## config.mk

```make
export PLATFORM = sky130hd
export DESIGN_NAME = ifu_fetch
export DESIGN_NICKNAME = d
export VERILOG_FILES = /design/src/mem_pkg.sv /design/src/ifu_fetch.sv
export VERILOG_INCLUDE_DIRS = /design/src /design/src/src
export SDC_FILE = /design/constraint.sdc
export NUM_CORES = 1
export LEC_CHECK = 0
export BUFFER_PORTS_ARGS = -buffer_cell sky130_fd_sc_hd__buf_2
export CORE_ASPECT_RATIO = 1.5
export CORE_UTILIZATION = 42
export CTS_CLUSTER_DIAMETER = 100
export CTS_CLUSTER_SIZE = 20
export DETAILED_ROUTE_END_ITERATION = 16
export GPL_TIMING_DRIVEN = 0
export PLACE_DENSITY = 0.83
export SKIP_LAST_GASP = 1
export SYNTH_ARGS = -nofsm -noshare
export SYNTH_HDL_FRONTEND = slang
export SYNTH_SLANG_ARGS = --single-unit
export TNS_END_PERCENT = 1
```

## constraint.sdc

```tcl
create_clock -name clk -period 2.75 [get_ports clk]
set_clock_uncertainty 0.1 [all_clocks]
set_input_delay 0.275 -clock clk [delete_from_list [all_inputs] [get_ports clk]]
set_output_delay 0.275 -clock clk [all_outputs]
set_load 0.02 [all_outputs]
```

## src/mem_params.svh

```systemverilog
`ifndef MEM_PARAMS_SVH
`define MEM_PARAMS_SVH

// sram window
`define MEM_BASE    32'h8000_0000
`define MEM_WORDS   1024

// machine timer, low word at base and high word at base + 4
`define CLINT_BASE  32'ha000_0048
`define CLINT_END   32'ha000_004f

// bus response codes
`define RESP_OKAY   2'd0
`define RESP_SLVERR 2'd2

`endif

```

## src/mem_pkg.sv

```systemverilog
package mem_pkg;

    typedef logic [31:0] addr_t;
    typedef logic [31:0] word_t;
    typedef logic [3:0]  strb_t;
    typedef logic [1:0]  resp_t;

    // 0 none, 1 byte, 2 half, 3 word
    typedef logic [1:0]  access_mask_t;

    typedef enum logic [1:0] {
        arb_idle,
        arb_grant_lsu,
        arb_grant_ifu
    } arb_state_t;

    typedef enum logic [2:0] {
        lsu_idle,
        lsu_read_addr,
        lsu_read_data,
        lsu_write_addr,
        lsu_write_data,
        lsu_write_resp
    } lsu_state_t;

endpackage

```

## src/ifu_fetch.sv

```systemverilog
`timescale 1ns/1ps
`include "mem_params.svh"

module ifu_fetch
    import mem_pkg::*;
(
    input  logic  clk,
    input  logic  reset,
    input  logic  fetch,
    input  addr_t pc,
    output word_t inst,
    output logic  inst_valid,
    output logic  arvalid,
    input  logic  arready,
    output addr_t araddr,
    input  logic  rvalid,
    output logic  rready,
    input  word_t rdata,
    input  resp_t rresp
);

    addr_t pc_q;
    logic  wait_r;
    logic  busy;

    assign busy   = arvalid | wait_r;
    assign araddr = pc_q;
    assign rready = 1'b1;

    always_ff @(posedge clk) begin
        if (reset) begin
            arvalid    <= 1'b0;
            wait_r     <= 1'b0;
            inst_valid <= 1'b0;
        end else begin
            inst_valid <= 1'b0;
            if (fetch && !busy) begin
                arvalid <= 1'b1;
            end
            if (arvalid && arready) begin
                arvalid <= 1'b0;
                wait_r  <= 1'b1;
            end
            if (wait_r && rvalid) begin
                wait_r     <= 1'b0;
                inst_valid <= 1'b1;
            end
        end
    end

    always_ff @(posedge clk) begin
        if (fetch && !busy) begin
            pc_q <= pc;
        end
        // all-zero word is an illegal instruction, so a faulted fetch traps later
        if (wait_r && rvalid) begin
            inst <= (rresp == `RESP_OKAY) ? rdata : '0;
        end
    end

endmodule

```

==> metrics.yaml <==
start_util_pct: 44.2
io_pins: 138
clock.fmax_mhz: 639
cts_hold_buf: 4
min_period_ns: 1.57
area_growth_pct: 51.7
finalHoldViolCount: 0
dr.pass1.iters: 4
synth-seq-cells: 67
syn-cell-area_um2: 2300
crit_slowest_cell: "and2_2"
cp-start-kind: "flip-flop"
async_flop_share_pct: 0
synth_top_flop_cell: "edfxtp_1"
synth_nets: 184
yosysTopAreaCell: "edfxtp_1"
critical_path_buf_inv_count: 0
multiInputGateArea_um2: 283
route.detailed.drc: 0
setup_slack_ns: 1.18
arrival_ns: 1.43
rsz0062_at_grt: "false"
numPortBuffers: 136
htreeDepth: 3
slew_headroom_pct: 51.4
vias: 1529
ant_nets: 0
cp_max_fo: 33
hold_class: "in2reg"
grt_pass1_wl_um: 7030
clkTransAtPathRegs_ns: 0.07
tns_ns: 0
rows: 32
cp_cell_sequence: "and2_2"
cts_buffer_depth: 2
power.leakage_nw: 1.49
post-place-ws_ns: 0.680
grt-ovfl-total: 0
drv_slew: 0
synth_cell_type_count: 13
clock_latency_ns: 0.33
cts_resized: 0
post_cts_buffers: 0
fin_nets: 347
drive_gt1_share_pct: 57.3
grt_usage_pct: 17.0
synth.most_common_cell: "edfxtp_1"
place_congestion: 0.691
ys_top_cells_by_count: "edfxtp_1 (64), and2_1 (33), buf_6 (3), dfxtp_1 (3), nor2b_1 (2)"
peakVddDrop_v: 0.000455
avgSynthCellArea_um2: 20.3
seq_area_frac_synth_pct: 86.2
synth_edf_count: 64
dieArea_um2: 5780
wl_per_cell_um: 13.7
die_x_um: 62.4
antenna_cells: 0
synth_top_area_share_pct: 83.6
grt_max_degree: 34
cp_top_family: "simple AND/OR/NAND/NOR gates"
synth_area_leaders: "edfxtp_1 (84%), and2_1 (9.0%), dfxtp_1 (2.6%)"
cts.sinks: 67
syn_inst: 113
power_density_nw_per_um2: 681
cap_violations: 0
viasPerCell: 4.38
critPathCaptureType: "flip-flop"
cts-root-buf: "clkbuf_8"
fillers: 389
path_class: "reg2reg"
wl_um: 4770
coreArea_um2: 5200
antenna_found_initial: 0
die_height_um: 92.6
hpwl_um: 3580
drtIter0Drc: 69
tightest_slew_ns: 0.729
status: "finished, final reports clean"
worstPathRequired_ns: 2.61
grt_pass1_vias: 1489
finalSetupViolations: 0
regArea_um2: 1980
cts_tree: "built"
critPathMaxStageDelay_ns: 0.66
yosysWarnings: 0
cts_made_buffers: 9
period_share_pct: 56.9
through the flow:
stage | total power, mW | hold slack [ns] | instance area [um2] | utilization, % | std cells
2_1_floorplan | 1.30 | 0.244 | 2300 | - | 113
3_3_place_gp | 1.38 | 0.352 | 3060 | 58.9 | 317
3_5_place_dp | 1.40 | 0.353 | 3090 | 59.3 | 318
4_1_cts | 2.38 | 0.000102 | 3380 | 64.9 | 338
5_1_grt | 2.46 | 0.000296 | 3490 | 67.0 | 349
6_report | 2.37 | 0.0138 | 3490 | 67.0 | 349
metal layers:
metal  share of wire [%]  vias to the layer above  GRT usage [%]
li1                    -                      734              -
met3                  10                        9           7.76
met4                 1.6                        0           8.72
met2                  50                      107           26.8
met5                   0                        -              0
met1                  38                      679           19.4
final timing paths:
kind / slack [ns] / end / from / depth (start not counted)
worst min register to register: 0.45 / wait_r$_SDFFE_PP0P_ / arvalid$_SDFFE_PP0P_ / 2
worst max register to register: 1.18 / inst[17]$_SDFFCE_PP0P_ / wait_r$_SDFFE_PP0P_ / 1
worst max-delay path: 1.18 / inst[17]$_SDFFCE_PP0P_ / wait_r$_SDFFE_PP0P_ / 1
worst min-delay path: 0.01 / araddr[18]$_DFFE_PP_ / pc[18] / 1
cell usage in the layout (no fill, tap or decap), types with 2 or more instances in the layout:
cell type / n
edfxtp_1: 64
bufinv_16: 3
buf_2: 136
dfxtp_1: 3
clkinv_4: 2
and2_1: 32
buf_6: 3
clkbuf_8: 10
nor2b_1: 2
dlygate4sd3_1: 15
kinds of logic (layout without fill, tap and decap cells):
logic type | count (synthesis) | count (layout) | synth area share, %
other cells | 1 | 1 | 0.163
flops | 67 | 67 | 86.2
buf+inv | 4 | 172 | 1.80
simple gates | 39 | 39 | 11.2
compound gates | 2 | 2 | 0.653
state kept, by name, indices dropped and copies added, names as in the netlist:
| register | flops |
|---|---|
| inst | 32 |
| arvalid | 1 |
| wait_r | 1 |
| inst_valid | 1 |
| araddr | 32 |
report_power, final:
part           leakage (nW)  switching (mW)  total (mW)  internal, mW
registers             0.618          0.0125        1.18          1.17
clock network         0.126           0.356       0.984         0.628
logic                 0.742           0.112       0.210        0.0970
final cells by class:
class	count	area share, %
clock buffers	10	3.95
well taps	68	2.44
repair buffers	152	24.3
multi-input cells	42	8.11
flip-flops and latches	67	56.8
clock inverters	6	3.23
plain buffers	4	1.18
(Power assumes the default switching activity.)
