--- config.mk ---
export PLATFORM = sky130hd
export DESIGN_NAME = clint_timer
export DESIGN_NICKNAME = d
export VERILOG_FILES = /design/src/mem_pkg.sv /design/src/clint_timer.sv
export VERILOG_INCLUDE_DIRS = /design/src /design/src/src
export SDC_FILE = /design/constraint.sdc
export NUM_CORES = 1
export LEC_CHECK = 0
export ABC_AREA = 0
export BUFFER_PORTS_ARGS = -buffer_cell sky130_fd_sc_hd__buf_2
export CORE_ASPECT_RATIO = 1.2
export CORE_MARGIN = 2
export CORE_UTILIZATION = 55
export DETAILED_ROUTE_END_ITERATION = 7
export PLACE_DENSITY = 0.78
export SLEW_MARGIN = 20
export SYNTH_ARGS = -nofsm -noshare
export SYNTH_HDL_FRONTEND = slang
export SYNTH_SLANG_ARGS = --single-unit
export TNS_END_PERCENT = 1
--- constraint.sdc ---
create_clock -name clk -period 6 [get_ports clk]
set_clock_uncertainty 0.05 [all_clocks]
set_input_delay 0.6 -clock clk [delete_from_list [all_inputs] [get_ports clk]]
set_output_delay 0.6 -clock clk [all_outputs]
set_load 0.01 [all_outputs]
--- src/mem_params.svh ---
`ifndef MEM_PARAMS_SVH
`define MEM_PARAMS_SVH

// sram window
`define MEM_BASE    32'h8000_0000
`define MEM_WORDS   1024

// machine timer, low word at base and high word at base + 4
`define CLINT_BASE  32'ha000_0048
`define CLINT_END   32'ha000_004f

// bus response codes
`define RESP_OKAY   2'd0
`define RESP_SLVERR 2'd2

`endif

--- src/mem_pkg.sv ---
package mem_pkg;

    typedef logic [31:0] addr_t;
    typedef logic [31:0] word_t;
    typedef logic [3:0]  strb_t;
    typedef logic [1:0]  resp_t;

    // 0 none, 1 byte, 2 half, 3 word
    typedef logic [1:0]  access_mask_t;

    typedef enum logic [1:0] {
        arb_idle,
        arb_grant_lsu,
        arb_grant_ifu
    } arb_state_t;

    typedef enum logic [2:0] {
        lsu_idle,
        lsu_read_addr,
        lsu_read_data,
        lsu_write_addr,
        lsu_write_data,
        lsu_write_resp
    } lsu_state_t;

endpackage

--- src/clint_timer.sv ---
`timescale 1ns/1ps
`include "mem_params.svh"

module clint_timer
    import mem_pkg::*;
(
    input  logic  clk,
    input  logic  reset,
    input  logic  clint_arvalid,
    input  addr_t clint_araddr,
    output logic  clint_arready,
    output logic  clint_rvalid,
    output word_t clint_rdata
);

    logic [63:0] mtime;
    addr_t       off;

    assign off           = clint_araddr - `CLINT_BASE;
    assign clint_arready = ~clint_rvalid;

    always_ff @(posedge clk) begin
        if (reset) begin
            mtime        <= '0;
            clint_rvalid <= 1'b0;
        end else begin
            mtime        <= mtime + 64'd1;
            // answer is a single-cycle pulse
            clint_rvalid <= clint_arvalid & clint_arready;
        end
    end

    // offset bit 2 picks the upper half
    always_ff @(posedge clk) begin
        if (clint_arvalid && clint_arready) begin
            clint_rdata <= off[2] ? mtime[63:32] : mtime[31:0];
        end
    end

endmodule

==> results_dict.tcl <==
set metrics [dict create \
    status "finished with violations" \
    violations "DRC" \
    critical-path-max-stage-delay_ns 0.66 \
    ir_worst_vdd_v 0.000162 \
    coreArea_sq_mm 0.00775 \
    die_w_um 85.7 \
    rsz0062_at_grt "false" \
    crit_buf_inv 0 \
    worstPathArrival_ns 3.00 \
    layout_commonest_cell "dfxtp_1" \
    fmax_ghz 0.360 \
    hold_slack_ns 0.439 \
    syn_nets 465 \
    min_path_type "register to register" \
    synthMuxAreaShare 0.0741 \
    drc 2 \
    initial_utilization 0.569 \
    final_cell_mix "dfxtp_1 (65), nor2_1 (40), buf_2 (37)" \
    synth_edf_count 32 \
    cts_setup_buffers 0 \
    ys_top_cells_by_area "dfxtp_1 (30%), edfxtp_1 (22%), mux2_2 (7.2%)" \
    port_buffers 37 \
    n_antenna_cell 0 \
    ys_warn_count 0 \
    ant_nets 0 \
    fin_total_pwr_mw 1.10 \
    grt_pass1_wl_um 14900 \
    rr_startpoint "mtime[13]$_SDFF_PP0_" \
    synth_adder_area_share 0.00284 \
    wl_per_cell_um 16.0 \
    cap_violations 0 \
    via_count 3334 \
    syn-instance-count 429 \
    hp-start "mtime[63]$_SDFF_PP0_" \
    fill_cells 627 \
    die_h_um 102 \
    synth_area_sq_mm 0.00441 \
    root_buffer "clkbuf_8" \
    grt_pass1_vias 3156 \
    synth_top_area_cell "dfxtp_1" \
    finalSetupTns_ns 0 \
    worst_pin_slew_ns 1.02 \
    placementRows 35 \
    drt-initial-drc-count 236 \
    clk_latency_ns 0.35 \
    cts_tree "built" \
    grt_overflow_total 0 \
    synth_xor_area_frac 0.0596 \
    cts_resized 0 \
    firstDrtPassIters 6 \
    drv_slew 0 \
    ys.flop_type "dfxtp_1" \
    p_leak_nw 1.64 \
    path_delay_family "simple AND/OR/NAND/NOR gates" \
    cp-end-kind "register" \
    crit_slowest_cell "or4_1" \
    path_class "register to register" \
    place_ws_ns 3.26 \
    synth_top_area_share 0.295 \
    synth-simple-area-share 0.232 \
    io_pins 69 \
    ys_types 37 \
    synth_top_family_by_area "simple AND/OR/NAND/NOR gates" \
    antenna_found_initial 0 \
    yosysSeqAreaShare 0.513 \
    areaGrowthSynthToFinish_pct 8.40 \
    crit_start "mtime[13]$_SDFF_PP0_" \
    relSlewSlack 0.316 \
    syn_avg_cell_area_sq_um 10.3 \
    cts.sinks 97 \
    place.gp.congestion 0.803 \
    cts_buffers 9 \
    fin_crit_sh 0.463 \
    ys_ff_latch 97 \
    required_ns 6.23 \
    grt_max_degree 67 \
    wl_um 8870 \
    dp_hpwl_um 5780 \
    start_kind "register" \
    fin_ws_ns 3.22 \
    grtUsageTotal 0.213 \
    cp_max_fo 37 \
    finalNetCount 493 \
    cp_cell_sequence "and3_1 > and4_1 > nand4_4 > or4_1 > a21oi_1" \
    finalHoldViolations 0 \
    synth-compound-area-share 0.0866 \
    async_flop_share 0 \
    final_layout_size_suffix_gt1_frac 0.188 \
    hold_buffers 0 \
    setup_viol 0 \
    clk_pin_slew_ns 0.09 \
    htreeDepth 3 \
    die-area_sq_mm 0.00875 \
    vias_per_cell 6.02 \
    period_needed_ns 2.78 \
    powerDensity_mw_per_mm2 230 \
    clockBufferDepth 2 \
]
-- final timing paths --
| path | to | slack (ns) | cells after the start |
|---|---|---|---|
| min | mtime[63]$_SDFF_PP0_ | 0.44 | 2 |
| max | mtime[27]$_SDFF_PP0_ | 3.22 | 5 |
| max reg2reg | mtime[27]$_SDFF_PP0_ | 3.22 | 5 |
| min reg2reg | mtime[63]$_SDFF_PP0_ | 0.44 | 2 |
-- kinds of logic after synthesis --
kind of cell             count (synthesis)
multiplexers                            29
adder cells (fa/ha/maj)                  1
flip-flops                              97
AO/OA/AOI/OAI                           66
AND/OR/NAND/NOR                        175
XOR/XNOR                                30
buffers and inverters                   31
-- layout make-up --
class | instances | area (sq um) | area share
clock inverter | 4 | 21.3 | 0.00445
sequential | 97 | 2260 | 0.473
multi-input combinational | 301 | 2010 | 0.421
timing repair buffer | 39 | 200 | 0.0419
tap | 92 | 115 | 0.0241
clock buffer | 12 | 135 | 0.0283
inverter | 9 | 33.8 | 0.00707
-- cells in the mapped netlist, types with 2 or more instances --
cell and instances:
buf_6 2, mux2_2 28, nor3_1 5, dfxtp_1 65, xnor2_1 12, buf_2 2
nand4_4 2, o31ai_1 19, nand4_1 18, nor4_4 2, clkbuf_1 10, a21oi_1 31
and4_1 4, nor4_1 6, nand2_1 28, nor2_1 40, or3_1 12, or4_1 20
nand3_1 21, xor2_1 18, o21ai_0 15, inv_1 9, edfxtp_1 32, nor2b_1 3
buf_1 7, and3_1 7
-- state kept, by name, summed over array words and instances (netlist names) --
name          flops
clint_rdata      32
clint_rvalid      1
mtime            64
-- report_power, final --
group / internal [mW] / switching (mW) / total [mW] / leakage (nW)
combinational: 0.0144 / 0.0284 / 0.0428 / 0.715
sequential: 0.689 / 0.00448 / 0.693 / 0.846
clock: 0.149 / 0.212 / 0.361 / 0.0794
-- worst register-to-register path: cells and delay by family (launching register included) --
family           cells  cell delay (ns)
AND/OR/NAND/NOR      4             2.08
flip-flops           1             0.42
AO/OA/AOI/OAI        1             0.16
-- metrics by stage --
step	util	cells	area, sq um
final	0.616	554	4780
after global routing	0.616	554	4780
after CTS	0.616	554	4780
after detailed placement	0.596	538	4620
after global placement	0.596	538	4620
after floorplan	-	429	4410
-- per-layer routing --
metal / global-route usage / vias up / wire, um
met5: 0 / - / 0
met4: 0.101 / 0 / 203
met3: 0.0380 / 19 / 269
met2: 0.353 / 54 / 4420
met1: 0.272 / 1620 / 3980
li1: - / 1641 / -
Note: power is estimated with default switching activity, not from simulation.
