### src/mem_params.svh
`ifndef MEM_PARAMS_SVH
`define MEM_PARAMS_SVH

// sram window
`define MEM_BASE    32'h8000_0000
`define MEM_WORDS   1024

// machine timer, low word at base and high word at base + 4
`define CLINT_BASE  32'ha000_0048
`define CLINT_END   32'ha000_004f

// bus response codes
`define RESP_OKAY   2'd0
`define RESP_SLVERR 2'd2

`endif

### src/mem_pkg.sv
package mem_pkg;

    typedef logic [31:0] addr_t;
    typedef logic [31:0] word_t;
    typedef logic [3:0]  strb_t;
    typedef logic [1:0]  resp_t;

    // 0 none, 1 byte, 2 half, 3 word
    typedef logic [1:0]  access_mask_t;

    typedef enum logic [1:0] {
        arb_idle,
        arb_grant_lsu,
        arb_grant_ifu
    } arb_state_t;

    typedef enum logic [2:0] {
        lsu_idle,
        lsu_read_addr,
        lsu_read_data,
        lsu_write_addr,
        lsu_write_data,
        lsu_write_resp
    } lsu_state_t;

endpackage

### src/bus_arbiter.sv
`timescale 1ns/1ps

module bus_arbiter
    import mem_pkg::*;
(
    input  logic       clk,
    input  logic       reset,
    // load/store unit
    input  logic       l_arvalid,
    output logic       l_arready,
    input  addr_t      l_araddr,
    output logic       l_rvalid,
    input  logic       l_rready,
    output word_t      l_rdata,
    output resp_t      l_rresp,
    input  logic       l_awvalid,
    output logic       l_awready,
    input  addr_t      l_awaddr,
    input  logic       l_wvalid,
    output logic       l_wready,
    input  word_t      l_wdata,
    input  strb_t      l_wstrb,
    output logic       l_bvalid,
    input  logic       l_bready,
    output resp_t      l_bresp,
    // fetch unit, read only
    input  logic       i_arvalid,
    output logic       i_arready,
    input  addr_t      i_araddr,
    output logic       i_rvalid,
    input  logic       i_rready,
    output word_t      i_rdata,
    output resp_t      i_rresp,
    // slave
    output logic       s_arvalid,
    input  logic       s_arready,
    output addr_t      s_araddr,
    input  logic       s_rvalid,
    output logic       s_rready,
    input  word_t      s_rdata,
    input  resp_t      s_rresp,
    output logic       s_awvalid,
    input  logic       s_awready,
    output addr_t      s_awaddr,
    output logic       s_wvalid,
    input  logic       s_wready,
    output word_t      s_wdata,
    output strb_t      s_wstrb,
    input  logic       s_bvalid,
    output logic       s_bready,
    input  resp_t      s_bresp
);

    arb_state_t state;
    logic       gnt_l;
    logic       gnt_i;
    logic       done;

    assign gnt_l = state == arb_grant_lsu;
    assign gnt_i = state == arb_grant_ifu;
    // final beat of the granted transaction
    assign done  = (s_rvalid & s_rready) | (s_bvalid & s_bready);

    always_ff @(posedge clk) begin
        if (reset) begin
            state <= arb_idle;
        end else begin
            case (state)
                arb_idle: begin
                    if (l_arvalid || l_awvalid) begin
                        state <= arb_grant_lsu;
                    end else if (i_arvalid) begin
                        state <= arb_grant_ifu;
                    end
                end
                default: begin
                    if (done) begin
                        state <= arb_idle;
                    end
                end
            endcase
        end
    end

    // toward the slave
    assign s_arvalid = (gnt_l & l_arvalid) | (gnt_i & i_arvalid);
    assign s_araddr  = gnt_i ? i_araddr : l_araddr;
    assign s_rready  = (gnt_l & l_rready) | (gnt_i & i_rready);
    assign s_awvalid = gnt_l & l_awvalid;
    assign s_awaddr  = l_awaddr;
    assign s_wvalid  = gnt_l & l_wvalid;
    assign s_wdata   = l_wdata;
    assign s_wstrb   = l_wstrb;
    assign s_bready  = gnt_l & l_bready;

    // back to the masters, the loser sees ready low
    assign l_arready = gnt_l & s_arready;
    assign l_rvalid  = gnt_l & s_rvalid;
    assign l_rdata   = s_rdata;
    assign l_rresp   = s_rresp;
    assign l_awready = gnt_l & s_awready;
    assign l_wready  = gnt_l & s_wready;
    assign l_bvalid  = gnt_l & s_bvalid;
    assign l_bresp   = s_bresp;
    assign i_arready = gnt_i & s_arready;
    assign i_rvalid  = gnt_i & s_rvalid;
    assign i_rdata   = s_rdata;
    assign i_rresp   = s_rresp;

endmodule

### config.mk
export PLATFORM = sky130hd
export DESIGN_NAME = bus_arbiter
export DESIGN_NICKNAME = d
export VERILOG_FILES = /design/src/mem_params.svh /design/src/mem_pkg.sv /design/src/bus_arbiter.sv
export SDC_FILE = /design/constraint.sdc
export NUM_CORES = 1
export LEC_CHECK = 0
export BUFFER_PORTS_ARGS = -buffer_cell sky130_fd_sc_hd__buf_2
export CORE_AREA = 8 8 135 137
export DETAILED_ROUTE_END_ITERATION = 12
export DIE_AREA = 0 0 143 145
export GPL_TIMING_DRIVEN = 0
export PLACE_DENSITY = 0.41
export SLEW_MARGIN = 20
export SYNTH_ARGS = -nofsm -noshare
export SYNTH_HDL_FRONTEND = slang
export SYNTH_SLANG_ARGS = --single-unit
### constraint.sdc
create_clock -name clk -period 1.5 [get_ports clk]
set_clock_uncertainty 0.15 [all_clocks]
set_input_delay 0.225 -clock clk [delete_from_list [all_inputs] [get_ports clk]]
set_output_delay 0.225 -clock clk [all_outputs]
set_load 0.05 [all_outputs]
==> results by group <==
Route
  – Routed Antenna Nets: 0
  – DR WL/cell: 14.0 microns
  – DR DRC count: 0
  – Routed wl met3: 1080 microns
  – Via/cell ratio: 3.15
  – Via count: 2175
  – DR iter-0 viols: 33
  – Drt first pass iters: 3
  – Top sig layer: met4
  – M1 WL: 2900 microns
  – Detailed Route WL: 9660 microns
  – Wire length on met2: 5620 microns

Final layout
  – Antenna diodes: 0
  – Top reg by flops: state
  – Max reg flops: 2
  – Total Nets Final: 655
  – Layout Cell Area excl Fill: 3990 sq um
  – Top Registers: state (2)
  – Area Growth Syn to Fin: 124%
  – FILL cells: 1754
  – Layout cell share with drive strength beyond 1: 98.7%

Clocking
  – Worst-path clk slew: 0.03 ns
  – Clock Sink Count: 2
  – CTS Buffer Depth: 2
  – CTS tree: done
  – CTS Root Cell: clkbuf_16
  – Hold Buf Count CTS: 0
  – H-tree depth: 1
  – Later-pin clock latency in the skew report: 0.22 ns
  – CTS Buf Count: 3

STA
  – Normalized max-slew margin: 78.9%
  – Hold Fails Final Rpt: 0
  – RSZ-0062 raised after global routing: yes
  – Crit share post-route: 122%
  – Setup Viol. Count Final: 44
  – Worst Tran Pin Value: 0.308 ns
  – Final setup margin: -0.332 ns
  – Setup_tns: -12.77 ns
  – Max-slew violations: 0
  – F_max: 546 MHz
  – Min Tclk post-route: 1.83 ns

GRT
  – Vias in the first global route: 2516
  – First-pass GRT wire length: 13700 microns
  – Number of antenna violations at the first check in global routing: 0
  – Total gr overflow: 0
  – Global router's overall resource usage: 8.36%
  – Largest net degree at the start of global routing: 11

Setup path
  – R2R Setup Slk: 0.01 ns
  – Most used cell, CP: buf_12
  – Critical Path Source: state[0]
  – Critical path arrival: 1.46 ns
  – Crit-path leading delay family: buffers and inverters
  – Crit-path slowest cell: dfxtp_4
  – CP max stage delay: 0.33 ns
  – Worst Path Required: 1.12 ns
  – Number of buffers and inverters on the critical path: 3
  – Reg2reg start: state[0]
  – CP Capture Type: primary output
  – Crit path max fanout: 5
  – CP Class: flip-flop to primary output
  – Worst path cell trace: nand2b_4 -> buf_12 -> buf_12 -> mux2_4 -> buf_12
  – Crit path launch type: flip-flop

Placed design
  – PortBufs: 259
  – HPWL Detailed: 8750 microns
  – Placed inst area: 3380 sq um
  – Placer Congestion: 0.758

Pwr
  – Worst VDD drop: 0.257 mV
  – Pleak: 2.37 nW
  – PwrDens: 647 nW/um^2

Synth
  – Count leader, synth: buf_4
  – Synth area leaders: buf_4, mux2_4, and2_1
  – Sequential-to-total area share from yosys stat: 2.25%
  – FF+latch count, synth: 2
  – Syn nets: 383
  – Yosys top cell by area: buf_4
  – Netlist Area Pre-Place: 1780 sq um
  – Cells after Synth: 201
  – Mean Syn Cell Area: 8.85 sq um
  – Commonest cells in the netlist: buf_4, mux2_4, and2_1, a22o_1, buf_6
  – Synthesis warning total: 0
  – Most used flip-flop cell after synthesis: dfxtp_1
  – Async set-reset flop share out of synthesis: 0%
  – Post-synth EDFFs: 0
  – Synth cell types: 18
  – Synth top area share: 58.3%

Floorplan
  – Core area: 16200 sq um
  – FP Rows: 47
  – Die Y: 145 microns
  – Starting density of the core: 11.0%
  – Ports: 364
  – Die X: 143 microns
  – Die area: 20700 sq um

Outcome
  – Failing checks: setup timing
  – Outcome: complete, but fails checks

Hold path
  – Hold path start: reset
  – Worst hold path type: input port to flip-flop

Run
  – Max cap viols: 0
final cells by class:
cell class	count	area (sq um)	share of cell area, %
plain buffers	143	1130	28.4
clock buffers	3	75.1	1.88
inverters	1	3.75	0.0941
multi-input cells	55	716	17.9
flip-flops and latches	2	47.5	1.19
well taps	220	275	6.90
repair buffers	267	1740	43.6
cell usage in the layout, fill, tap and decap left out:
cell	Yosys	routed
buf_2	1	215
buf_4	138	143
mux2_4	30	32
buf_6	3	26
buf_8	0	20
and2_4	0	10
buf_12	0	5
clkbuf_16	0	3
a22o_4	0	2
and2b_4	2	2
dfxtp_4	0	2
nand2b_4	0	1
and2b_1	1	1
nor2b_4	0	1
a22o_1	3	1
nor3_1	1	1
a2111oi_0	1	1
inv_1	1	1
or4b_4	1	1
and2_1	11	1
a221oi_2	1	1
buf_16	0	1
power breakdown:
group / leakage (nW) / internal [mW] / switching, mW / total [mW]
registers: 0.0178 / 0.0576 / 0.00579 / 0.0634
clock network: 0.0370 / 0.340 / 0.0664 / 0.406
logic: 2.31 / 0.809 / 1.30 / 2.11
final timing paths:
path	endpoint	cells after the start
max	s_araddr[2]	5
min	state[1]	2
max reg2reg	state[1]	3
min reg2reg	state[1]	2
logic make-up after synthesis:
logic type / synth area share (%)
buffers and inverters: 60.9
multiplexers: 26.6
AND/OR/NAND/NOR: 7.46
AO/OA/AOI/OAI: 2.82
flip-flops: 2.25
layer usage:
| metal | vias up | track usage [%] |
|---|---|---|
| met1 | 969 | 6.94 |
| met4 | 0 | 1.28 |
| met3 | 7 | 3.35 |
| li1 | 1047 | - |
| met5 | - | 0 |
| met2 | 152 | 17.7 |
per-stage QoR:
stage               worst slack, ns  power [mW]  hold WS, ns  util (%)  instances
CTS                          -0.352        2.58       0.0202      24.3        688
finish                       -0.332        2.58       0.0226      24.7        691
floorplan                   -0.0144        1.55        0.141         -        201
global route                 -0.364        2.68       0.0304      24.7        691
detailed placement           -0.307        1.95        0.261      20.9        680
global placement             -0.279        1.94        0.256      20.9        680
what timing repair did:
action / in CTS / in global routing
gates cloned: 2 / 0
gates resized for setup: 130 / 10
endpoints found under the setup margin: 44 / 45
setup buffers: 3 / 3
pin swaps: 12 / 1
Note: power is estimated with default switching activity, not from simulation.
